<file path="src/cpuPkg.sv">
package cpuPkg;

    localparam int dataW    = 32;   // bus and register width, one word
    localparam int numLoads = 10;   // bits in the load-enable word

    // ALU opcodes, y op bus unless noted
    typedef enum logic [4:0] {
        opAdd,
        opSub,
        opAnd,
        opOr,
        opXor,
        opShl,
        opShr,
        opShra,
        opNeg,      // unary on bus
        opNot,      // unary on bus
        opMul,      // signed, full 64-bit product
        opDiv,      // signed, rem in hi, quot in lo
        opInc4      // unary on bus
    } aluOpE;

    // who drives the shared bus
    typedef enum logic [4:0] {
        srcGpr,     // register picked by rout / baOut
        srcHi,
        srcLo,
        srcZHi,
        srcZLo,
        srcPc,
        srcMdr,
        srcInPort,
        srcConstC   // sign-extended C field of IR
    } busSrcE;

    // bit positions inside loadEn
    typedef enum int unsigned {
        ldHi      = 0,
        ldLo      = 1,
        ldZ       = 2,
        ldY       = 3,
        ldPc      = 4,
        ldMdr     = 5,
        ldInPort  = 6,
        ldIr      = 7,
        ldMar     = 8,
        ldOutPort = 9
    } loadE;

endpackage
</file>
<file path="src/regFile.sv">
module regFile import cpuPkg::*; (
    input  logic             clk,
    input  logic             rstN,
    input  logic             gra,      // use Ra field
    input  logic             grb,      // use Rb field
    input  logic             grc,      // use Rc field
    input  logic             rin,
    input  logic             rout,
    input  logic             baOut,    // base-address read, r0 reads as zero
    input  logic [dataW-1:0] ir,
    input  logic [dataW-1:0] busIn,
    output logic [dataW-1:0] gprOut,
    output logic [dataW-1:0] constC
);

    // IR layout: op[31:27] ra[26:23] rb[22:19] rc[18:15], C is [18:0]
    logic [dataW-1:0] regs [16];
    logic [3:0]       field;      // selected register number
    logic [15:0]      regSel;     // one-hot of field
    logic [15:0]      regsIn;     // per-register load
    logic [15:0]      regsOut;    // per-register drive

    // field select, gra has priority
    always_comb begin
        field = 4'd0;
        if (gra) begin
            field = ir[26:23];
        end else if (grb) begin
            field = ir[22:19];
        end else if (grc) begin
            field = ir[18:15];
        end
    end

    assign regSel  = (gra | grb | grc) ? (16'b1 << field) : '0;  // nothing picked -> no reg
    assign regsIn  = rin ? regSel : '0;
    assign regsOut = (rout | baOut) ? regSel : '0;

    always_ff @(posedge clk) begin
        if (!rstN) begin
            for (int i = 0; i < 16; i++) begin
                regs[i] <= '0;
            end
        end else begin
            for (int i = 0; i < 16; i++) begin
                if (regsIn[i]) begin
                    regs[i] <= busIn;       // load from bus
                end
            end
        end
    end

    // and-or mux over the one-hot drive
    always_comb begin
        gprOut = '0;
        for (int i = 0; i < 16; i++) begin
            if (regsOut[i] && !(baOut && i == 0)) begin  // r0 as base = 0
                gprOut = gprOut | regs[i];
            end
        end
    end

    // 19-bit immediate, sign-extended to a word
    assign constC = {{(dataW - 19){ir[18]}}, ir[18:0]};

endmodule

</file>
<file path="config.mk">
export PLATFORM = sky130hd
export DESIGN_NAME = regFile
export DESIGN_NICKNAME = d
export VERILOG_FILES = /design/src/cpuPkg.sv /design/src/regFile.sv
export SDC_FILE = /design/constraint.sdc
export NUM_CORES = 1
export LEC_CHECK = 0
export BUFFER_PORTS_ARGS = -buffer_cell sky130_fd_sc_hd__clkbuf_2
export CAP_MARGIN = 20
export CORE_UTILIZATION = 41
export DETAILED_ROUTE_END_ITERATION = 16
export GPL_ROUTABILITY_DRIVEN = 0
export HOLD_SLACK_MARGIN = 0.15
export PLACE_DENSITY = 0.65
export SYNTH_ARGS = -nofsm -noshare
export SYNTH_HDL_FRONTEND = slang
export SYNTH_SLANG_ARGS = --single-unit
</file>
<file path="constraint.sdc">
create_clock -name clk -period 3.9 [get_ports clk]
set_input_delay 0.39 -clock clk [delete_from_list [all_inputs] [get_ports clk]]
set_output_delay 0.39 -clock clk [all_outputs]
set_load 0.01 [all_outputs]
</file>
* After elaboration in Yosys (flattened, before gate mapping) *
Memories as Yosys holds them, arrays and structs flattened.
Cells that the tools add are included.

cells by class
  bitwise gates (word level) = 34
  magnitude comparators = 0
  muxes and demuxes = 87
  div/mod/pow operators = 0
  reduce and logical (&&, ||, !) cells = 2
  multipliers = 0
  $add $sub $neg = 0
  shift-type cells = 1
  equality and inequality tests = 0

operator list
  operator                count
  $mux W32                32
  $or A32 B32 Y32         15
  $mux W1                 49
  $mux W16                3
  $or A1 B1 Y1            19
  $shl A1 B4 Y16 const A  1
  $mux W4                 3
  $logic_and A1 B1 Y1     1
  $logic_not A1 Y1        1

storage, ports and cells
  input bits = 72
  bits in writable memories = 512
  logic and storage cells = 125
  register bits = 0
  memories = 1
  bits in read-only memories = 0
  latch bits = 0

memory list
  name  depth  width  rd ports  clocked after memory_dff  wr ports  RTL line       RTL
  regs  16     32     16        0                         16        regFile.sv:17  logic [dataW-1:0] regs [16];

* Longest topological paths before layout *
  word-level depth = 38
  gate-level depth with buffers = 10

* Worst setup path before layout *
OpenSTA, ideal clock, no wires.

  kind = input-to-reg
  start point = in grb
  end point = mem regs[12][0] (netlist: regs[1][128]) (enable)
  setup slack = -0.356 ns
  path buffers = 3
  arrival time = 3.786 ns
  library setup time = 0.470 ns
  stages = 6
  cells stage by stage = buf_2 and3b_1 o21a_1 buf_4 buf_2 o31ai_1

RTL lines
  item                RTL line       RTL
  start: declaration  regFile.sv:5   input logic grb,
  end: declaration    regFile.sv:17

* Worst setup path in the final report *
  start point = in grb
  end point = out gprOut[30]

on the way
  longest elaborated chain between the ends = 37
  elaborated cells between the ends (all ways) = 39
  classes of those cells = shift: 1; mux: 20; bitwise: 17; reduce/logical: 1

ends and longest elaborated chain
  item                 RTL line       RTL
  $mux W4              regFile.sv:28  end else if (grb) begin
  $mux W4              regFile.sv:26  if (gra) begin
  $shl A1 B4 Y16       regFile.sv:35  assign regSel = (gra | grb | grc) ? (16'b1 << field) : '0;
  $mux W16 (*)         regFile.sv:35
  $mux W16 (*)         regFile.sv:37  assign regsOut = (rout | baOut) ? regSel : '0;
  $logic_and A1 B1 Y1  regFile.sv:57  if (regsOut[i] && !(baOut && i == 0)) begin
  $mux W32             regFile.sv:57
  $or A32 B32 Y32      regFile.sv:58  gprOut = gprOut | regs[i];
  (+21 left out)       --
  $or A32 B32 Y32      regFile.sv:58
  $mux W32             regFile.sv:57
  $or A32 B32 Y32      regFile.sv:58
  $mux W32             regFile.sv:57
  $or A32 B32 Y32      regFile.sv:58
  $mux W32             regFile.sv:57
  $or A32 B32 Y32      regFile.sv:58
  $mux W32 (*)         regFile.sv:57
  end: declaration     regFile.sv:12  output logic [dataW-1:0] gprOut,

Every way passes the cells marked *; elsewhere a longest branch is shown, timed or not.

==> results_dict.tcl <==
set metrics [dict create \
    num-nets-final 1607 \
    hold_class "input pin to flip-flop" \
    placed_cell_area_um2 22520 \
    cts_buffers 47 \
    largest_register_ffs 512 \
    synth-compound-area-share_pct 10.12 \
    muxShareOfSynthArea_pct 3.015 \
    power_leakage_nw 8.346 \
    largest_registers "regs x512" \
    dp_cells 2158 \
    n_antenna_cell 0 \
    max_clock_freq_mhz 276.9 \
    start_util_pct 41.76 \
    die_x_um 228.5 \
    cts.htree.levels 2 \
    synth_fa_ha_area_share_pct 0 \
    synth_edf_count 512 \
    finalCritPeriodShare_pct 92.59 \
    drv_slew 0 \
    syn-num-nets 1547 \
    ys_warn_count 0 \
    clk_path_buf_depth 3 \
    registers.top_by_ff_count "regs" \
    drt-wirelength-per-cell_um 26.47 \
    setup_viol 0 \
    cts_sinks 512 \
    netlist_instances 1475 \
    worstMarginPinSlew_ns 1.122 \
    cp-end-kind "primary output" \
    timing.hold.ws_ns 0.3769 \
    postCtsHoldBufs 0 \
    dr.pass1.iters 6 \
    ys_types 53 \
    yosysSeqAreaShare_pct 73.08 \
    worstSetupPathType "input pin to primary output" \
    drive_gt1_share_pct 17.80 \
    vias 13500 \
    antenna_found_initial 0 \
    synthFlopType "edfxtp_1" \
    die_area_um2 52220 \
    ys_seq_elements 512 \
    synth_top_family_by_area "compound AO/OA/AOI/OAI gates" \
    grt_pass1_vias 13070 \
    drt-initial-drc-count 1751 \
    syn_area_um2 21040 \
    grt_pass1_wl_mm 86.49 \
    maxCapViolCount 0 \
    stdcell_area_um2 24110 \
    rows 82 \
    cp.arrival_ns 3.22 \
    core_area_um2 50380 \
    final_hold_viol_count 0 \
    final_cells 2245 \
    rsz0062_at_grt "false" \
    netlist.area_leader.share_pct 73.08 \
    ir_drop_mv 0.3537 \
    async_flop_share_pct 0 \
    synth_xor_area_share_pct 0 \
    grt_usage_pct 22.49 \
    mostFrequentLayoutCells "512 x edfxtp_1, 325 x nor2_1, 99 x clkbuf_2" \
    io_pins 136 \
    status "complete, no violations" \
    relSlewSlack_pct 24.67 \
    cts_root_buffer "clkbuf_16" \
    routed_wl_mm 59.43 \
    layout_commonest_cell "edfxtp_1" \
    start_kind "input pin" \
    final_core_util_pct 47.86 \
    power_density_nw_per_um2 521.3 \
    synth-simple-area-share_pct 9.379 \
    dp_hpwl_mm 34.06 \
    synth.area.top_cells "edfxtp_1 73%, nor2_1 5.9%, mux2i_1 2.9%, o2bb2ai_1 2.5%, a221oi_1 2.4%" \
    cts.clk_slew.worst_paths_ns 0.07 \
    final.setup.tns_ns 0 \
    yosys.area.top_type "edfxtp_1" \
    port_buffers 100 \
    antenna_left 0 \
    die_h_um 228.5 \
    crit_fanout 12 \
    avgSynthCellArea_um2 14.26 \
    drcViolationCount 0 \
    cts_tree "yes" \
    area_growth_pct 14.61 \
    cts_setup_buffers 0 \
    cts_resized 0 \
    grt_max_degree 33 \
    cp.required_ns 3.51 \
    overflow 0 \
    via_per_inst 6.011 \
    period_needed_ns 3.611 \
]
[layer usage]
metal / wire length [um] / GRT usage, % / vias up
li1: - / - / 5728
met1: 24520 / 31.40 / 6853
met2: 27430 / 35.70 / 796
met3: 5833 / 3.930 / 118
met4: 1652 / 7.299 / 0
met5: 0 / 0 / -
[cell families after synthesis]
group	Yosys count
simple gates	457
mux	63
buf+inv	196
flops	512
compound gates	247
[final timing paths]
kind	from	to	slack, ns	depth (start not counted)
max	grb	gprOut[30]	0.29	9
min	busIn[6]	regs[0][198]	0.38	3
[report_power, final]
part,internal (W),leakage (nW),switching (W),total (W)
clock,0.00279,0.762,0.00198,0.00478
combinational,0.000356,2.66,0.000834,0.00119
sequential,0.00649,4.93,0.000111,0.00661
total,0.00964,8.35,0.00293,0.0126
[Yosys cell counts, types with 32 or more instances]
cell       count
nor2_1       328
mux2i_1       60
nand2_1       49
buf_2         38
edfxtp_1     512
a221oi_1      58
o2bb2ai_1     59
buf_4         36
inv_1         35
nand4_1       38
a22oi_1       33
clkbuf_1      83
a22o_1        32
[worst max-delay path: stages]
cell      delay [ns]
clkbuf_2        0.17
nand3b_1        0.22
a22o_1          0.46
nor4_4          1.07
buf_4           0.36
a32oi_1         0.08
and4_1          0.23
nand4_1         0.09
clkbuf_2        0.15
[per-stage QoR]
stage | power (W) | worst slack [ns]
2_1_floorplan | 0.007353 | -0.3555
3_3_place_gp | 0.007868 | 0.3851
3_5_place_dp | 0.007903 | 0.3795
4_1_cts | 0.01261 | 0.3771
5_1_grt | 0.01290 | 0.2246
6_report | 0.01257 | 0.2889
[cell type report]
type / count / area, um2
Multi-Input combinational cell: 767 / 4966
Sequential cell: 512 / 15370
Tap cell: 672 / 840.8
Inverter: 35 / 131.4
Clock inverter: 30 / 360.3
Timing Repair Buffer: 172 / 1204
Clock buffer: 57 / 1235
Fill cell: 4233 / 26260
(Power assumes the default switching activity.)
