`config.mk`:
```
export PLATFORM = sky130hd
export DESIGN_NAME = memUnit_flat
export DESIGN_NICKNAME = d
export VERILOG_FILES = /design/src/cpuPkg.sv /design/src/wbIf.sv /design/src/memUnit.sv /design/src/flat_wrapper.sv
export SDC_FILE = /design/constraint.sdc
export NUM_CORES = 1
export LEC_CHECK = 0
export BUFFER_PORTS_ARGS = -buffer_cell sky130_fd_sc_hd__buf_2
export CAP_MARGIN = 20
export CORE_UTILIZATION = 49
export DETAILED_ROUTE_END_ITERATION = 8
export PLACE_DENSITY_LB_ADDON = 0.15
export REMOVE_ABC_BUFFERS = 1
export SKIP_CTS_REPAIR_TIMING = 1
export SLEW_MARGIN = 20
export SYNTH_ARGS = -nofsm -noshare
export SYNTH_HDL_FRONTEND = slang
export SYNTH_SLANG_ARGS = --single-unit
```
`constraint.sdc`:
```
create_clock -name clk -period 2.48 [get_ports clk]
set_clock_uncertainty 0.2 [all_clocks]
set_input_delay 0.496 -clock clk [delete_from_list [all_inputs] [get_ports clk]]
set_output_delay 0.496 -clock clk [all_outputs]
set_load 0.01 [all_outputs]
```
`src/cpuPkg.sv`:
```
package cpuPkg;

    localparam int dataW    = 32;   // bus and register width, one word
    localparam int numLoads = 10;   // bits in the load-enable word

    // ALU opcodes, y op bus unless noted
    typedef enum logic [4:0] {
        opAdd,
        opSub,
        opAnd,
        opOr,
        opXor,
        opShl,
        opShr,
        opShra,
        opNeg,      // unary on bus
        opNot,      // unary on bus
        opMul,      // signed, full 64-bit product
        opDiv,      // signed, rem in hi, quot in lo
        opInc4      // unary on bus
    } aluOpE;

    // who drives the shared bus
    typedef enum logic [4:0] {
        srcGpr,     // register picked by rout / baOut
        srcHi,
        srcLo,
        srcZHi,
        srcZLo,
        srcPc,
        srcMdr,
        srcInPort,
        srcConstC   // sign-extended C field of IR
    } busSrcE;

    // bit positions inside loadEn
    typedef enum int unsigned {
        ldHi      = 0,
        ldLo      = 1,
        ldZ       = 2,
        ldY       = 3,
        ldPc      = 4,
        ldMdr     = 5,
        ldInPort  = 6,
        ldIr      = 7,
        ldMar     = 8,
        ldOutPort = 9
    } loadE;

endpackage
```
`src/wbIf.sv`:
```
interface wbIf import cpuPkg::*; ();

    logic             cyc;    // cycle in progress
    logic             stb;    // strobe, valid transfer
    logic             we;     // 1 = write
    logic [dataW-1:0] adr;    // word address
    logic [dataW-1:0] datW;   // master to slave
    logic [dataW-1:0] datR;   // slave to master
    logic             ack;    // single-cycle transfer ack

    modport master (
        output cyc, stb, we, adr, datW,
        input  datR, ack
    );

    modport slave (
        input  cyc, stb, we, adr, datW,
        output datR, ack
    );

endinterface

```
`src/memUnit.sv`:
```
module memUnit import cpuPkg::*; (
    input  logic             clk,
    input  logic             rstN,
    input  logic [dataW-1:0] busIn,
    input  logic             ldMar,
    input  logic             ldMdr,
    input  logic             mdRead,    // ldMdr takes last read word, not bus
    input  logic             memRead,   // one-cycle request
    input  logic             memWrite,  // one-cycle request
    output logic [dataW-1:0] mdrOut,
    output logic             memDone,   // one-cycle pulse at end of access
    wbIf.master              wb
);

    typedef enum logic {
        stIdle,
        stBusy
    } memStateE;

    memStateE         state;
    logic [dataW-1:0] mar;
    logic [dataW-1:0] mdr;
    logic             start;       // request accepted this cycle
    logic             rdDone;      // read data valid on wb.datR

    assign start  = (state == stIdle) & (memRead | memWrite);  // busy drops requests
    assign rdDone = (state == stBusy) & wb.ack & ~wb.we;

    always_ff @(posedge clk) begin
        if (!rstN) begin
            mar <= '0;
            mdr <= '0;
        end else begin
            if (ldMar) begin
                mar <= busIn;
            end
            if (rdDone) begin
                mdr <= wb.datR;                       // read result lands in MDR
            end else if (ldMdr) begin
                mdr <= mdRead ? wb.datR : busIn;
            end
        end
    end

    // FSM, one classic cycle per request
    always_ff @(posedge clk) begin
        if (!rstN) begin
            state   <= stIdle;
            wb.cyc  <= 1'b0;
            wb.stb  <= 1'b0;
            wb.we   <= 1'b0;
            memDone <= 1'b0;
        end else begin
            memDone <= 1'b0;
            case (state)
                stIdle: begin
                    if (start) begin
                        state  <= stBusy;
                        wb.cyc <= 1'b1;             // cyc and stb rise together
                        wb.stb <= 1'b1;
                        wb.we  <= memWrite;         // write wins if both pulse
                    end
                end
                stBusy: begin
                    if (wb.ack) begin
                        state   <= stIdle;
                        wb.cyc  <= 1'b0;            // drop the cycle after ack
                        wb.stb  <= 1'b0;
                        memDone <= 1'b1;
                    end
                end
                default: state <= stIdle;
            endcase
        end
    end

    // address and write data frozen for the whole access
    always_ff @(posedge clk) begin
        if (start) begin
            wb.adr  <= mar;
            wb.datW <= mdr;
        end
    end

    assign mdrOut = mdr;

endmodule

```
`src/flat_wrapper.sv`:
```
// flat-port wrapper written by rule: the top's interface ports become plain ports
module memUnit_flat import cpuPkg::*;
  (clk, rstN, busIn, ldMar, ldMdr, mdRead, memRead, memWrite, mdrOut, memDone, wb_cyc, wb_stb, wb_we, wb_adr, wb_datW, wb_datR, wb_ack);
  wbIf wb_i ();
  input  logic clk;
  input  logic rstN;
  input  logic [dataW-1:0] busIn;
  input  logic ldMar;
  input  logic ldMdr;
  input  logic mdRead;
  input  logic memRead;
  input  logic memWrite;
  output logic [dataW-1:0] mdrOut;
  output logic memDone;
  output wire logic [$bits(wb_i.cyc)-1:0] wb_cyc;
  output wire logic [$bits(wb_i.stb)-1:0] wb_stb;
  output wire logic [$bits(wb_i.we)-1:0] wb_we;
  output wire logic [$bits(wb_i.adr)-1:0] wb_adr;
  output wire logic [$bits(wb_i.datW)-1:0] wb_datW;
  input wire logic [$bits(wb_i.datR)-1:0] wb_datR;
  input wire logic [$bits(wb_i.ack)-1:0] wb_ack;
  assign wb_cyc = wb_i.cyc;
  assign wb_stb = wb_i.stb;
  assign wb_we = wb_i.we;
  assign wb_adr = wb_i.adr;
  assign wb_datW = wb_i.datW;
  assign wb_i.datR = wb_datR;
  assign wb_i.ack = wb_ack;
  memUnit u_core (.clk(clk), .rstN(rstN), .busIn(busIn), .ldMar(ldMar), .ldMdr(ldMdr), .mdRead(mdRead), .memRead(memRead), .memWrite(memWrite), .mdrOut(mdrOut), .memDone(memDone), .wb(wb_i));
endmodule
```
# --- Yosys cells after proc, flatten, opt, wreduce, memory -nomap -nowiden ---
# Index checks and enable logic that the tools add are counted.
classes:
  eq_ne: 2
  muxes: 10
  bitwise: 6
  n_reduce_logical: 4
op_table:
  columns: ["operator", "count"]
  rows:
  - ["$mux W32", 3]
  - ["$reduce_and A2 Y1", 3]
  - ["$mux W1", 5]
  - ["$pmux W1 S2", 2]
  - ["$and A1 B1 Y1", 3]
  - ["$ne A2 B1 Y1 const B", 1]
  - ["$ne A2 B2 Y1 const B", 1]
  - ["$not A1 Y1", 2]
  - ["$reduce_bool A2 Y1", 1]
  - ["$or A1 B1 Y1", 1]
totals:
  register_bits: 132
  output_inout_bits: 100

# --- Depth between registers and ports, before layout ---
logic_depth:
  word_depth: 4
  ltp_mapped: 5
  ltp_nobuf: 3

# --- Worst setup path before layout ---
# Ideal clock, no wire load.
synth_timing:
  path_kind: "input to register"
  from: "input memWrite"
  to: "register u_core.wb.we"
  arrival_time_ns: 1.797
  slack_ns: 0.365
  stages: 3
  path_buffers: 0
  path_cell_list: "o21ba_2 mux2i_1 nor2b_1"
synth_via:
  elab_chain_len: 3
synth_lines:
  columns: ["element", "line", "text"]
  rows:
  - ["from (decl)", "flat_wrapper.sv:12", "input logic memWrite;"]
  - ["$or A1 B1 Y1", "memUnit.sv:26", "assign start = (state == stIdle) & (memRead | memWrite);"]
  - ["$and A1 B1 Y1", "memUnit.sv:26", null]
  - ["$reduce_and A2 Y1 (no line)", null, null]
  - ["to (signal assigned)", "memUnit.sv:61", "wb.we <= memWrite;"]
  - ["to (decl)", "wbIf.sv:12", "output cyc, stb, we, adr, datW,"]
# Several ways; a longest one is shown, not always the timed one.
# A chain may end at the register's enable or synchronous reset.

# --- Worst setup path in the final report ---
layout_timing:
  from: "register u_core.wb.we"
  to: "output wb_we"
layout_rtl:
  columns: ["element", "line", "text"]
  rows:
  - ["to (decl)", "flat_wrapper.sv:17", "output wire logic [$bits(wb_i.we)-1:0] wb_we;"]
# No word-level cell between the ends.

==> impl_results.rst <==
.. list-table::
   :header-rows: 1

   * - Metric
     - Value
   * - Final routed wirelength across all metal layers
     - 10700 um
   * - Remaining global-route overflow
     - 0
   * - Number of DRC markers in iteration 0
     - 110
   * - Fraction of the cycle the final worst path needs
     - between 70% and 80%
   * - Number of remaining DRC errors
     - 0
   * - WP buf/inv
     - 1
   * - CTS Buf Count
     - 17
   * - Largest delay contributor family on the critical path
     - flip-flops
   * - Minimum clock period
     - around 1.8 ns
   * - Critical path class
     - flop to output pin
   * - Proportion of register bits with asynchronous set or reset after synthesis
     - 0%
   * - Hold EP
     - u_core.mdrOut[5]
   * - Vias
     - ~3.2k
   * - Netlist area before placement
     - roughly 0.0048 mm^2
   * - Reg-to-reg slack, setup
     - 0.80 ns
   * - Flip-flop cell with the highest count after synthesis
     - dfxtp_1
   * - HPWL after detailed placement
     - 7020 um
   * - Pin count of the biggest net entering global routing
     - 37
   * - Routed Antenna Nets
     - 0
   * - Die area
     - between 0.01 and 0.015 mm^2
   * - Post-Place Worst Slack
     - 0.408 ns
   * - Row count
     - 35
   * - Sink Count
     - between 100 and 150
   * - Crit path max fanout
     - 4
   * - Actual slew at the worst max-slew pin
     - 0.524 ns
   * - Startpoint of the most critical hold path
     - wb_datR[5]
   * - Normalized max-slew margin
     - around two thirds
   * - Portion of the post-synthesis area used by sequential elements
     - approximately two thirds
   * - Clock-pin transition on the worst setup and hold timing paths
     - around 0.060 ns
   * - Clock Latency Late Sink
     - ~0.50 ns
   * - # Max-Cap Violations
     - 0
   * - Number of flops mapped to enable cells by yosys
     - between 60 and 70
   * - Reg-to-Reg End
     - u_core.wb.we
   * - Outcome
     - finished, final reports clean
   * - Power density relative to cell area
     - approximately 920 mW/mm^2
   * - Die extent in x
     - between 100 and 150 um
   * - Most frequent cells after synthesis
     - dfxtp_1 (68), edfxtp_1 (64), mux2i_1 (33), nor2b_1 (33), o221ai_1 (32)
   * - Core ar.
     - between 0.009 and 0.01 mm^2
   * - Ports
     - roughly 170
   * - Startpoint type of the worst setup path
     - flop
   * - Overall track demand over capacity in global routing
     - a little over a fifth
   * - Worst-case clock buffer depth
     - 2
   * - Via count normalized by instance count
     - 5.23
   * - Timing-limited maximum frequency
     - 556 MHz
   * - Worst hold-check slack
     - around 0.023 ns
   * - Worst reg2reg path startpoint
     - u_core.state
   * - Clock tree from TritonCTS
     - built
   * - Area grow syn2layout
     - 33.9%
   * - Final WS setup
     - about 0.68 ns
   * - Depth of the CTS H-tree
     - 4
   * - Cell type with the highest aggregate area in the netlist
     - edfxtp_1
   * - Min-Delay Path Depth
     - 2
   * - Number of distinct library cells after synthesis
     - 18
   * - Synthesized instance count
     - approximately 300
   * - Fraction of final layout cells sized beyond drive strength 1
     - 50.7%
   * - Critical Path RT
     - around 1.8 ns
   * - Initial core utilization
     - between 50% and 60%
   * - Slowest stage delay, CP
     - about 0.43 ns
   * - Final weighted congestion of routability-driven global placement
     - about 0.69
   * - Initial antenna violation count
     - 0
   * - Lkg Pwr
     - roughly 2.8 nW
   * - Most instantiated library cell after synthesis
     - dfxtp_1
   * - Final Max Tran Viols
     - 0
   * - Vertical die dimension
     - slightly above 100 um
   * - Final setup violating endpoints
     - 0
   * - Post-route core utilization
     - around two thirds
   * - Top-area cell type share of the netlist area
     - 40.1%
   * - R2R depth
     - 4
   * - Detailed-routing iteration count for the pre-antenna-repair pass
     - 4
   * - Type of the most critical hold path
     - input port to flop
   * - Fin nets
     - ~540
   * - Root Buffer Master
     - clkbuf_8
   * - Arrival time reported for the critical path endpoint
     - around 1.1 ns
   * - WL per Instance
     - between 15 and 20 um
   * - Worst voltage drop across the vdd grid
     - about 0.63 mV
   * - Number of register bits inferred by synthesis
     - 132
   * - Cell-by-cell listing of the critical path
     - buf_2
   * - Sort of element at the end of the critical path
     - output pin
   * - Setup Total Neg Slack
     - 0 ns
   * - Diode insertion count for antenna repair
     - 0
   * - Main area contributors after synthesis
     - edfxtp_1 (40%), dfxtp_1 (28%), a2bb2oi_2 (9.7%)
   * - Via count of the first global-routing pass
     - 3099
   * - Total number of yosys warnings
     - 0
   * - Number of buffers inserted by port buffering
     - 171
   * - Wire length of the first global-routing pass
     - around 16000 um
   * - Number of failing hold endpoints at the final stage
     - 0
   * - Cell at the slowest stage of the critical path
     - dfxtp_1
   * - Avg Synthesized Cell Area
     - between 15 and 20 um^2
   * - RSZ-0062 raised after global routing
     - false
area by class of cell:
type	instances	area, um^2
Clock buffer	18	418
Clock inverter	14	210
Fill cell	711	2950
Multi-Input combinational cell	138	1380
Sequential cell	132	3280
Tap cell	129	161
Timing Repair Buffer	181	968
state kept, by name, summed over array words and instances (netlist names):
name            flops
u_core.mar         32
u_core.memDone      1
u_core.mdrOut      32
u_core.wb.cyc       1
u_core.wb.datW     32
u_core.wb.we        1
u_core.state        1
u_core.wb.adr      32
cells by family after synthesis:
group           count (synthesis)  share of synthesized area (%)
flops                         132                           68.4
buf+inv                        26                           3.08
mux                            33                           6.89
simple gates                   37                           5.03
compound gates                 68                           16.6
layer usage:
metal	global-route usage (%)	up-vias	wire length, um
met5	0	-	0
met1	29.0	1552	4790
met4	8.14	0	149
met2	33.1	132	4950
li1	-	1503	-
met3	6.87	14	787
how the worst max path moves through the flow:
stage | start | to | slack (ns) | cells past startpoint
6_report | u_core.wb.we | wb_we | 0.68 | 1
5_1_grt | u_core.wb.we | wb_we | 0.64 | 1
4_1_cts | u_core.wb.we | wb_we | 0.67 | 1
3_5_place_dp | ldMdr | u_core.mdrOut[30] | 0.41 | 4
3_3_place_gp | ldMdr | u_core.mdrOut[30] | 0.45 | 4
2_1_floorplan | wb_ack | u_core.mdrOut[30] | -0.12 | 2
layout by cell type (no fill, tap or decap):
cell	n
a2bb2oi_1	1
a2bb2oi_2	30
a2bb2oi_4	1
and3_1	1
buf_12	3
buf_2	171
buf_4	7
bufinv_16	5
clkbuf_1	1
clkbuf_16	16
clkbuf_8	1
clkinv_1	1
clkinv_2	3
clkinv_4	3
clkinvlp_4	2
dfxtp_1	68
edfxtp_1	64
mux2i_1	33
nand2_2	1
nand2b_4	1
nand4b_1	1
nor2b_1	33
o211a_1	1
o21ba_4	1
o221ai_1	32
o2bb2a_1	1
o311a_1	1
power by group:
| group | internal [mW] | leakage (nW) | switching (mW) |
|---|---|---|---|
| registers | 2.51 | 1.22 | 0.0916 |
| clock network | 1.73 | 0.302 | 0.898 |
| logic | 0.318 | 1.25 | 0.353 |
metrics by stage:
step	total power, mW	instances	area [um^2]
2_1_floorplan	2.97	270	4650
3_3_place_gp	3.31	580	5800
3_5_place_dp	3.33	580	5800
4_1_cts	5.95	612	6420
5_1_grt	6.11	612	6420
6_report	5.90	612	6420
Note: power is estimated with default switching activity, not from simulation.
